<file path="src/design/trace_cfg_pkg.sv">
// Trace unit sizing
// Widths and counts shared by every block of the instruction trace unit
`default_nettype none

package trace_cfg_pkg;

    // Pipeline depth of the watched processor
    localparam int NUM_STAGES = 5;

    // Instruction id and cycle stamp widths
    localparam int ID_W    = 8;
    localparam int STAMP_W = 16;

    // Record store, one slot per live id, needs at least NUM_STAGES slots
    localparam int SLOT_BITS = 3;
    localparam int SLOTS     = 1 << SLOT_BITS;

    // Payload and statistics widths
    localparam int INSTR_W = 32;
    localparam int FLUSH_W = 16;

endpackage

`default_nettype wire

</file>
<file path="src/design/trace_rec_pkg.sv">
// Trace record types
// Stage numbering, controller states and the per-record stamp vector
`default_nettype none

package trace_rec_pkg;

    import trace_cfg_pkg::*;

    //////////////////////////////
    // Pipeline stage indices
    //////////////////////////////
    typedef enum logic [2:0] {
        FETCH     = 3'd0,
        DECODE    = 3'd1,
        EXECUTE   = 3'd2,
        MEMORY    = 3'd3,
        WRITEBACK = 3'd4
    } stage_e;

    // Trace session controller
    typedef enum logic [1:0] {
        IDLE,
        RUN,
        DRAIN
    } ctrl_state_e;

    // One entry cycle per stage, indexed by stage_e
    typedef logic [NUM_STAGES-1:0][STAMP_W-1:0] stamp_vec_t;

endpackage

`default_nettype wire

</file>
<file path="src/design/stage_tag_if.sv">
// Stage tag bus
// Carries the per-stage valid and id state from the tag pipeline,
// together with the entry, accept and kill events, to the counters
// and the stamp store
`timescale 1ns/1ps
`default_nettype none

interface stage_tag_if
    import trace_cfg_pkg::*;
();

    logic [NUM_STAGES-1:0]           stage_valid;
    logic [NUM_STAGES-1:0][ID_W-1:0] stage_id;
    // High in the first cycle a stage holds a new tag
    logic [NUM_STAGES-1:0]           stage_enter;
    logic                            accept;
    logic [1:0]                      kill_count;
    logic [ID_W-1:0]                 next_id;

    modport pipe (output stage_valid, stage_id, stage_enter, accept, kill_count,
                  input next_id);

    modport count (input accept, kill_count,
                   output next_id);

    modport store (input stage_valid, stage_id, stage_enter, accept);

endinterface

`default_nettype wire

</file>
<file path="src/design/trace_ctrl.sv">
// Trace session controller
// Opens a trace session on trace_enable, gates new tags while running,
// and drains the tag pipeline before going idle again
`timescale 1ns/1ps
`default_nettype none

module trace_ctrl
    import trace_rec_pkg::*;
(
    input  logic clk,
    input  logic rst,
    input  logic trace_enable,
    input  logic pipe_empty,
    output logic capture_en,
    output logic start,
    output logic busy
);

    ctrl_state_e state_q;
    ctrl_state_e state_d;

    //////////////////////////////
    // Next state
    //////////////////////////////
    always_comb begin
        state_d = state_q;
        case (state_q)
            IDLE: begin
                if (trace_enable) begin
                    state_d = RUN;
                end
            end
            RUN: begin
                if (!trace_enable) begin
                    state_d = DRAIN;
                end
            end
            DRAIN: begin
                // Wait for in-flight tags to leave writeback
                if (pipe_empty) begin
                    state_d = IDLE;
                end
            end
            default: state_d = IDLE;
        endcase
    end

    always_ff @(posedge clk) begin
        if (rst) begin
            state_q <= IDLE;
        end else begin
            state_q <= state_d;
        end
    end

    // Start is seen at the edge that enters RUN, so the cycle count is zero there
    assign start      = (state_q == IDLE) && trace_enable;
    assign capture_en = (state_q == RUN);
    assign busy       = (state_q != IDLE);

endmodule

`default_nettype wire

</file>
<file path="src/design/trace_counter.sv">
// Trace counters
// Free-running cycle counter restarted per session, instruction id
// allocator and saturating count of flushed instructions
`timescale 1ns/1ps
`default_nettype none

module trace_counter
    import trace_cfg_pkg::*;
(
    input  logic               clk,
    input  logic               rst,
    input  logic               start,
    stage_tag_if.count         tags,
    output logic [STAMP_W-1:0] cycle_now,
    output logic [FLUSH_W-1:0] flush_count
);

    logic [ID_W-1:0]  alloc_q;
    logic [FLUSH_W:0] flush_sum;

    // Cycle counter, zero in the first cycle of a session
    always_ff @(posedge clk) begin
        if (rst || start) begin
            cycle_now <= '0;
        end else begin
            cycle_now <= cycle_now + 1'b1;
        end
    end

    //////////////////////////////
    // Id allocation
    //////////////////////////////
    // The id taken at an edge is already counted while accept is high,
    // so back-to-back fetches see consecutive ids
    always_ff @(posedge clk) begin
        if (rst) begin
            alloc_q <= '0;
        end else if (tags.accept) begin
            alloc_q <= alloc_q + 1'b1;
        end
    end

    assign tags.next_id = alloc_q + ID_W'(tags.accept);

    // Flush statistics, held at the top value once full
    assign flush_sum = {1'b0, flush_count} + (FLUSH_W + 1)'(tags.kill_count);

    always_ff @(posedge clk) begin
        if (rst) begin
            flush_count <= '0;
        end else if (flush_sum[FLUSH_W]) begin
            flush_count <= '1;
        end else begin
            flush_count <= flush_sum[FLUSH_W-1:0];
        end
    end

endmodule

`default_nettype wire

</file>
<file path="src/design/tag_pipe.sv">
// Tag pipeline
// Shadows the processor pipeline with one valid bit and one instruction
// id per stage, following its stall and flush. Also reports stage entry,
// new fetches and the number of tags killed by a flush
`timescale 1ns/1ps
`default_nettype none

module tag_pipe
    import trace_cfg_pkg::*;
    import trace_rec_pkg::*;
(
    input  logic       clk,
    input  logic       rst,
    input  logic       capture_en,
    input  logic       fetch_valid,
    input  logic       stall,
    input  logic       flush,
    stage_tag_if.pipe  tags,
    output logic       pipe_empty
);

    logic [NUM_STAGES-1:0]           valid_q;
    logic [NUM_STAGES-1:0]           valid_d;
    logic [NUM_STAGES-1:0][ID_W-1:0] id_q;
    logic [NUM_STAGES-1:0][ID_W-1:0] id_d;
    logic [NUM_STAGES-1:0]           enter_q;
    logic [NUM_STAGES-1:0]           enter_d;
    logic                            take;
    logic                            accept_q;
    logic [1:0]                      kill_q;
    logic [1:0]                      kill_d;

    //////////////////////////////
    // Stage update
    //////////////////////////////
    always_comb begin
        take    = fetch_valid && capture_en && !stall && !flush;
        valid_d = valid_q;
        id_d    = id_q;
        if (!stall) begin
            for (int s = NUM_STAGES - 1; s > 0; s--) begin
                valid_d[s] = valid_q[s-1];
                id_d[s]    = id_q[s-1];
            end
            valid_d[FETCH] = take;
            id_d[FETCH]    = tags.next_id;
        end
        if (flush) begin
            valid_d[FETCH]  = 1'b0;
            valid_d[DECODE] = 1'b0;
            // The killed decode tag must not move on into execute
            if (!stall) begin
                valid_d[EXECUTE] = 1'b0;
            end
        end
        enter_d = stall ? '0 : valid_d;
        kill_d  = flush ? ({1'b0, valid_q[FETCH]} + {1'b0, valid_q[DECODE]}) : 2'd0;
    end

    always_ff @(posedge clk) begin
        if (rst) begin
            valid_q  <= '0;
            enter_q  <= '0;
            accept_q <= 1'b0;
            kill_q   <= 2'd0;
        end else begin
            valid_q  <= valid_d;
            enter_q  <= enter_d;
            accept_q <= take;
            kill_q   <= kill_d;
        end
    end

    always_ff @(posedge clk) begin
        id_q <= id_d;
    end

    assign tags.stage_valid = valid_q;
    assign tags.stage_id    = id_q;
    assign tags.stage_enter = enter_q;
    assign tags.accept      = accept_q;
    assign tags.kill_count  = kill_q;
    assign pipe_empty       = ~|valid_q;

endmodule

`default_nettype wire

</file>
<file path="src/design/stamp_store.sv">
// Stamp store and record output
// Keeps the instruction word and the stage entry cycles of each live id,
// and presents one record strobe when a tag leaves writeback
`timescale 1ns/1ps
`default_nettype none

module stamp_store
    import trace_cfg_pkg::*;
    import trace_rec_pkg::*;
(
    input  logic               clk,
    input  logic               rst,
    input  logic [INSTR_W-1:0] fetch_instr,
    input  logic [STAMP_W-1:0] cycle_now,
    stage_tag_if.store         tags,
    output logic               rec_valid,
    output logic [ID_W-1:0]    rec_id,
    output logic [INSTR_W-1:0] rec_instr,
    output stamp_vec_t         rec_stamps
);

    logic [INSTR_W-1:0]   instr_q;
    logic [INSTR_W-1:0]   instr_mem [SLOTS];
    stamp_vec_t           stamp_mem [SLOTS];
    logic [SLOT_BITS-1:0] wb_slot;
    stamp_vec_t           rd_stamps;
    logic                 wb_live_q;

    //////////////////////////////
    // Slot writes
    //////////////////////////////
    // instr_q holds the word sampled at the edge where the tag entered fetch
    always_ff @(posedge clk) begin
        instr_q <= fetch_instr;
        if (tags.accept) begin
            instr_mem[tags.stage_id[FETCH][SLOT_BITS-1:0]] <= instr_q;
        end
        for (int s = 0; s < NUM_STAGES; s++) begin
            if (tags.stage_enter[s]) begin
                stamp_mem[tags.stage_id[s][SLOT_BITS-1:0]][s] <= cycle_now;
            end
        end
    end

    //////////////////////////////
    // Record capture
    //////////////////////////////
    assign wb_slot = tags.stage_id[WRITEBACK][SLOT_BITS-1:0];

    // Writeback stamp lands in the slot at the same edge, so take it directly
    always_comb begin
        rd_stamps = stamp_mem[wb_slot];
        if (tags.stage_enter[WRITEBACK]) begin
            rd_stamps[WRITEBACK] = cycle_now;
        end
    end

    // Follow the writeback tag every cycle it is there
    always_ff @(posedge clk) begin
        if (tags.stage_valid[WRITEBACK]) begin
            rec_id     <= tags.stage_id[WRITEBACK];
            rec_instr  <= instr_mem[wb_slot];
            rec_stamps <= rd_stamps;
        end
    end

    always_ff @(posedge clk) begin
        if (rst) begin
            wb_live_q <= 1'b0;
        end else begin
            wb_live_q <= tags.stage_valid[WRITEBACK];
        end
    end

    // The tag has left when writeback is now empty or holds a fresh tag
    assign rec_valid = wb_live_q &&
                       (!tags.stage_valid[WRITEBACK] || tags.stage_enter[WRITEBACK]);

endmodule

`default_nettype wire

</file>
<file path="src/design/pipe_trace_top.sv">
// Pipeline instruction trace unit
// Watches a five-stage processor through its fetch, stall and flush
// signals and emits one timestamped record per retired instruction
`timescale 1ns/1ps
`default_nettype none

module pipe_trace_top
    import trace_cfg_pkg::*;
    import trace_rec_pkg::*;
(
    input  logic               clk,
    input  logic               rst,
    input  logic               trace_enable,
    input  logic               fetch_valid,
    input  logic [INSTR_W-1:0] fetch_instr,
    input  logic               stall,
    input  logic               flush,
    output logic               rec_valid,
    output logic [ID_W-1:0]    rec_id,
    output logic [INSTR_W-1:0] rec_instr,
    output stamp_vec_t         rec_stamps,
    output logic [FLUSH_W-1:0] flush_count,
    output logic               busy
);

    logic               capture_en;
    logic               start;
    logic               pipe_empty;
    logic [STAMP_W-1:0] cycle_now;

    stage_tag_if tags ();

    trace_ctrl u_ctrl (
        .clk          (clk),
        .rst          (rst),
        .trace_enable (trace_enable),
        .pipe_empty   (pipe_empty),
        .capture_en   (capture_en),
        .start        (start),
        .busy         (busy)
    );

    trace_counter u_counter (
        .clk         (clk),
        .rst         (rst),
        .start       (start),
        .tags        (tags.count),
        .cycle_now   (cycle_now),
        .flush_count (flush_count)
    );

    tag_pipe u_pipe (
        .clk         (clk),
        .rst         (rst),
        .capture_en  (capture_en),
        .fetch_valid (fetch_valid),
        .stall       (stall),
        .flush       (flush),
        .tags        (tags.pipe),
        .pipe_empty  (pipe_empty)
    );

    stamp_store u_store (
        .clk         (clk),
        .rst         (rst),
        .fetch_instr (fetch_instr),
        .cycle_now   (cycle_now),
        .tags        (tags.store),
        .rec_valid   (rec_valid),
        .rec_id      (rec_id),
        .rec_instr   (rec_instr),
        .rec_stamps  (rec_stamps)
    );

endmodule

`default_nettype wire

</file>
<file path="config.mk">
export PLATFORM = sky130hd
export DESIGN_NAME = pipe_trace_top
export DESIGN_NICKNAME = d
export VERILOG_FILES = /design/src/design/trace_cfg_pkg.sv /design/src/design/trace_rec_pkg.sv /design/src/design/stage_tag_if.sv /design/src/design/trace_ctrl.sv /design/src/design/trace_counter.sv /design/src/design/tag_pipe.sv /design/src/design/stamp_store.sv /design/src/design/pipe_trace_top.sv
export SDC_FILE = /design/constraint.sdc
export NUM_CORES = 1
export LEC_CHECK = 0
export ABC_AREA = 1
export BUFFER_PORTS_ARGS = -buffer_cell sky130_fd_sc_hd__buf_2
export CAP_MARGIN = 10
export CORE_MARGIN = 3
export CORE_UTILIZATION = 49
export DETAILED_ROUTE_END_ITERATION = 8
export MAX_ROUTING_LAYER = met4
export PLACE_DENSITY = 0.66
export SYNTH_ARGS = -nofsm -noshare
export SYNTH_HDL_FRONTEND = slang
export SYNTH_SLANG_ARGS = --single-unit
export TNS_END_PERCENT = 100
</file>
<file path="constraint.sdc">
create_clock -name clk -period 4 [get_ports clk]
set_clock_uncertainty 0.1 [all_clocks]
set_input_delay 0.4 -clock clk [delete_from_list [all_inputs] [get_ports clk]]
set_output_delay 0.4 -clock clk [all_outputs]
set_load 0.05 [all_outputs]
</file>
==> run_summary.xml <==
<?xml version="1.0" encoding="UTF-8"?>
<metrics>
  <group name="clock_tree">
    <metric name="cts-buffers-inserted" unit="">114</metric>
    <metric name="clock_sinks" unit="">1144</metric>
    <metric name="h-tree-depth" unit="">3</metric>
    <metric name="clk_latency_worst_skew_pair" unit="ns">0.68</metric>
    <metric name="ctsResizeCount" unit="">0</metric>
    <metric name="clock_tree.root_cell" unit="">clkbuf_16</metric>
    <metric name="tritoncts_clock_tree" unit="">done</metric>
    <metric name="path_clk_slew" unit="ns">0.06</metric>
    <metric name="cts.path.max_buffers" unit="">3</metric>
  </group>
  <group name="timing">
    <metric name="slew_at_the_pin_with_the_worst_max_slew_slack" unit="ns">1.18</metric>
    <metric name="finalSetupViolCount" unit="">0</metric>
    <metric name="final_critical_path_share_of_the_clock_period" unit="">0.724</metric>
    <metric name="fin_tns_setup" unit="ns">0</metric>
    <metric name="slew_viol_final" unit="">0</metric>
    <metric name="finalHoldViolations" unit="">0</metric>
    <metric name="hold-worst-slack" unit="ns">0.0561</metric>
    <metric name="max_slew_margin" unit="">0.214</metric>
    <metric name="grt_setup_unrepaired" unit="">false</metric>
    <metric name="layout_min_cycle_time" unit="ns">2.90</metric>
    <metric name="max_clock_freq" unit="GHz">0.345</metric>
  </group>
  <group name="global_route">
    <metric name="number_of_antenna_violations_at_the_first_check_in_global_routing" unit="">2</metric>
    <metric name="grt-ovfl-total" unit="">0</metric>
    <metric name="number_of_global_route_vias_before_repair" unit="">24000</metric>
    <metric name="grt_max_degree" unit="">171</metric>
    <metric name="busiest_layer" unit="">met2</metric>
    <metric name="groute.layer.met2.usage" unit="">0.360</metric>
    <metric name="grt.total_usage" unit="">0.225</metric>
    <metric name="wire_length_of_the_first_global_routing_pass" unit="mm">148</metric>
    <metric name="gr-usage-met1" unit="">0.300</metric>
    <metric name="groute.layer.met3.usage" unit="">0.0331</metric>
  </group>
  <group name="critical_path">
    <metric name="timing.critical_path.required" unit="ns">4.31</metric>
    <metric name="critical_path.max_fanout" unit="">55</metric>
    <metric name="critical_path_class" unit="">register to register</metric>
    <metric name="timing.critical_path.to_type" unit="">register</metric>
    <metric name="worst_setup_path_start_kind" unit="">register</metric>
    <metric name="worstPathArrival" unit="ns">3.21</metric>
  </group>
  <group name="synth">
    <metric name="synth_fp_nets" unit="">3129</metric>
    <metric name="synthesis.area" unit="um^2">42100</metric>
    <metric name="syn_inst" unit="">3082</metric>
    <metric name="yosys.area.top_type" unit="">edfxtp_1</metric>
    <metric name="post_synth_num_cell_types" unit="">34</metric>
    <metric name="yosysSeqAreaShare" unit="">0.795</metric>
    <metric name="fraction_of_post_synthesis_cell_area_in_the_top_cell_type_by_area" unit="">0.753</metric>
    <metric name="syn_area_per_cell" unit="um^2">13.7</metric>
    <metric name="synth.yosys.warnings" unit="">0</metric>
    <metric name="synth_area_leaders" unit="">edfxtp_1, nor2_1, dfxtp_1, o21ai_0, nand2_1</metric>
    <metric name="yosys_register_bits" unit="">1144</metric>
  </group>
  <group name="route">
    <metric name="initialDrtViolationCount" unit="">2522</metric>
    <metric name="routedWlPerCell" unit="um">21.4</metric>
    <metric name="ant_nets" unit="">0</metric>
    <metric name="vias" unit="">24900</metric>
    <metric name="route.detailed.vias_per_inst" unit="">5.42</metric>
    <metric name="wire_length_after_detailed_routing" unit="mm">98.3</metric>
    <metric name="post-route-drc-count" unit="">0</metric>
    <metric name="drt_pass1_iterations" unit="">5</metric>
  </group>
  <group name="finish">
    <metric name="finish.net_count" unit="">3409</metric>
    <metric name="areaGrowthSynthToFinish" unit="%">15.5</metric>
    <metric name="filler_cell_count" unit="">6617</metric>
    <metric name="layout-drive-gt1-share" unit="">0.129</metric>
    <metric name="num_antenna_cells" unit="">0</metric>
    <metric name="fin_util" unit="">0.576</metric>
    <metric name="instances_no_fill" unit="">4593</metric>
    <metric name="final_design_area_no_fill" unit="um^2">48600</metric>
  </group>
  <group name="power_and_ir_drop">
    <metric name="vdd.ir_drop.worst" unit="mV">0.408</metric>
    <metric name="total_leakage_power" unit="nW">16.8</metric>
    <metric name="power_density" unit="nW/um^2">497</metric>
  </group>
  <group name="die">
    <metric name="dieHeight" unit="um">299</metric>
    <metric name="dieArea" unit="um^2">89500</metric>
    <metric name="io-pin-count" unit="">176</metric>
    <metric name="std_cell_rows" unit="">106</metric>
    <metric name="die_width" unit="um">299</metric>
    <metric name="floorplan.core_area" unit="um^2">84400</metric>
    <metric name="initial_core_util" unit="">0.499</metric>
  </group>
  <group name="place">
    <metric name="finalWeightedCongestion" unit="">0.815</metric>
    <metric name="port-buffer-count" unit="">175</metric>
    <metric name="place_area" unit="um^2">44600</metric>
    <metric name="cell_count_after_placement" unit="">4344</metric>
    <metric name="hpwlAfterDp" unit="mm">53.5</metric>
  </group>
  <group name="outcome">
    <metric name="status" unit="">complete, no violations</metric>
  </group>
  <group name="run">
    <metric name="timing.max_cap.violations" unit="">0</metric>
  </group>
  <group name="hold_path">
    <metric name="timing.hold.worst.class" unit="">primary input to register</metric>
  </group>
</metrics>
metrics by stage:
| step | setup WS (ns) | power, mW |
|---|---|---|
| final | 1.10 | 24.1 |
| after global routing | 0.918 | 24.9 |
| after CTS | 1.09 | 24.3 |
| after detailed placement | 1.10 | 14.0 |
| after global placement | 1.19 | 14.0 |
| after floorplan | 0.723 | 13.8 |
sequential cells by signal (all words and copies together), names as in the netlist, 2 cells and up:
register,cells
u_pipe.tags.stage_id,40
u_pipe.tags.stage_enter,5
u_ctrl.state_q,2
u_counter.flush_count,16
u_pipe.tags.kill_count,2
u_store.rec_instr,32
u_pipe.tags.stage_valid,5
u_store.rec_stamps,80
u_counter.cycle_now,16
u_store.instr_mem,256
u_counter.alloc_q,8
u_store.instr_q,32
u_store.rec_id,8
u_store.stamp_mem,640
cell type report:
type	count	area, um^2	share of cell area
Clock buffer	155	3090	0.0635
Timing Repair Buffer	301	1970	0.0406
Tap cell	1134	1420	0.0292
Sequential cell	1144	33500	0.689
Multi-Input combinational cell	1669	7610	0.157
Inverter	132	504	0.0104
Clock inverter	58	539	0.0111
logic make-up after synthesis:
group                    after synthesis  synth area share
flip-flops                          1144             0.795
AND/OR/NAND/NOR                     1110             0.106
AO/OA/AOI/OAI                        535            0.0666
buffers and inverters                269            0.0261
XOR/XNOR                              15           0.00312
adder cells (fa/ha/maj)                9           0.00285
critical path, stage by stage (launching register included):
cell      delay, ns
edfxtp_1       0.53
nand2_2        0.22
clkinv_2       0.77
buf_12         0.53
o21ai_0        0.13
o21ai_0        0.11
a21oi_1        0.14
nand3_1        0.08
synth_stat cells:
| cell type | n |
|---|---|
| nand4_1 | 63 |
| nand3_1 | 72 |
| dfxtp_1 | 88 |
| a31oi_1 | 2 |
| or2_2 | 1 |
| nor2_2 | 1 |
| fa_1 | 1 |
| xnor2_1 | 3 |
| a21oi_1 | 80 |
| nor3_1 | 10 |
| edfxtp_1 | 1056 |
| ha_1 | 8 |
| buf_1 | 4 |
| o22ai_1 | 19 |
| o21a_1 | 2 |
| o21ai_0 | 311 |
| a21boi_0 | 1 |
| o21ai_1 | 92 |
| xor2_1 | 12 |
| nand2_1 | 386 |
| nor2_4 | 3 |
| buf_4 | 6 |
| nand2_2 | 2 |
| inv_2 | 4 |
| buf_6 | 1 |
| clkbuf_1 | 80 |
| inv_1 | 127 |
| clkinv_1 | 1 |
| a21o_1 | 1 |
| o2111ai_1 | 18 |
| o211ai_1 | 9 |
| buf_2 | 46 |
| nor2_1 | 569 |
| and3_1 | 3 |
worst paths after layout:
path,startpoint,end,slack [ns],cells after the start
setup / recovery,u_pipe.tags.stage_id[34],u_store.rec_stamps[15],1.10,7
hold / removal,rst,u_counter.alloc_q[4],0.06,2
setup reg to reg,u_pipe.tags.stage_id[34],u_store.rec_stamps[15],1.10,7
hold reg to reg,u_pipe.tags.stage_id[13],u_pipe.tags.stage_id[21],0.32,0
what timing repair did:
item,in CTS,in global routing
buffers inserted,0,0
hold buffers,36,0
endpoints found under the hold margin,44,0
power by group:
part           switching, mW  internal, mW
registers             0.0678          13.0
logic                  0.510         0.213
clock network           4.35          5.97
total                   4.93          19.2
cell usage in the layout (no fill, tap or decap), drive strengths merged:
master,n
edfxtp,1056
nor2,573
o21ai,403
nand2,388
buf,265
clkbuf,155
inv,135
dfxtp,88
a21oi,80
nand3,72
nand4,63
clkinv,40
dlygate4sd3,36
o22ai,19
o2111ai,18
xor2,12
nor3,10
o211ai,9
bufinv,9
ha,8
clkinvlp,6
xnor2,3
and3,3
a31oi,2
o21a,2
a21boi,1
a21o,1
or2,1
fa,1
layer usage:
layer  share of wire  vias up
met5               0        -
met4           0.030        0
met3           0.068      168
met2            0.49      889
met1            0.41    12200
li1                -    11600
No activity file was read; power rests on OpenSTA's default activity.
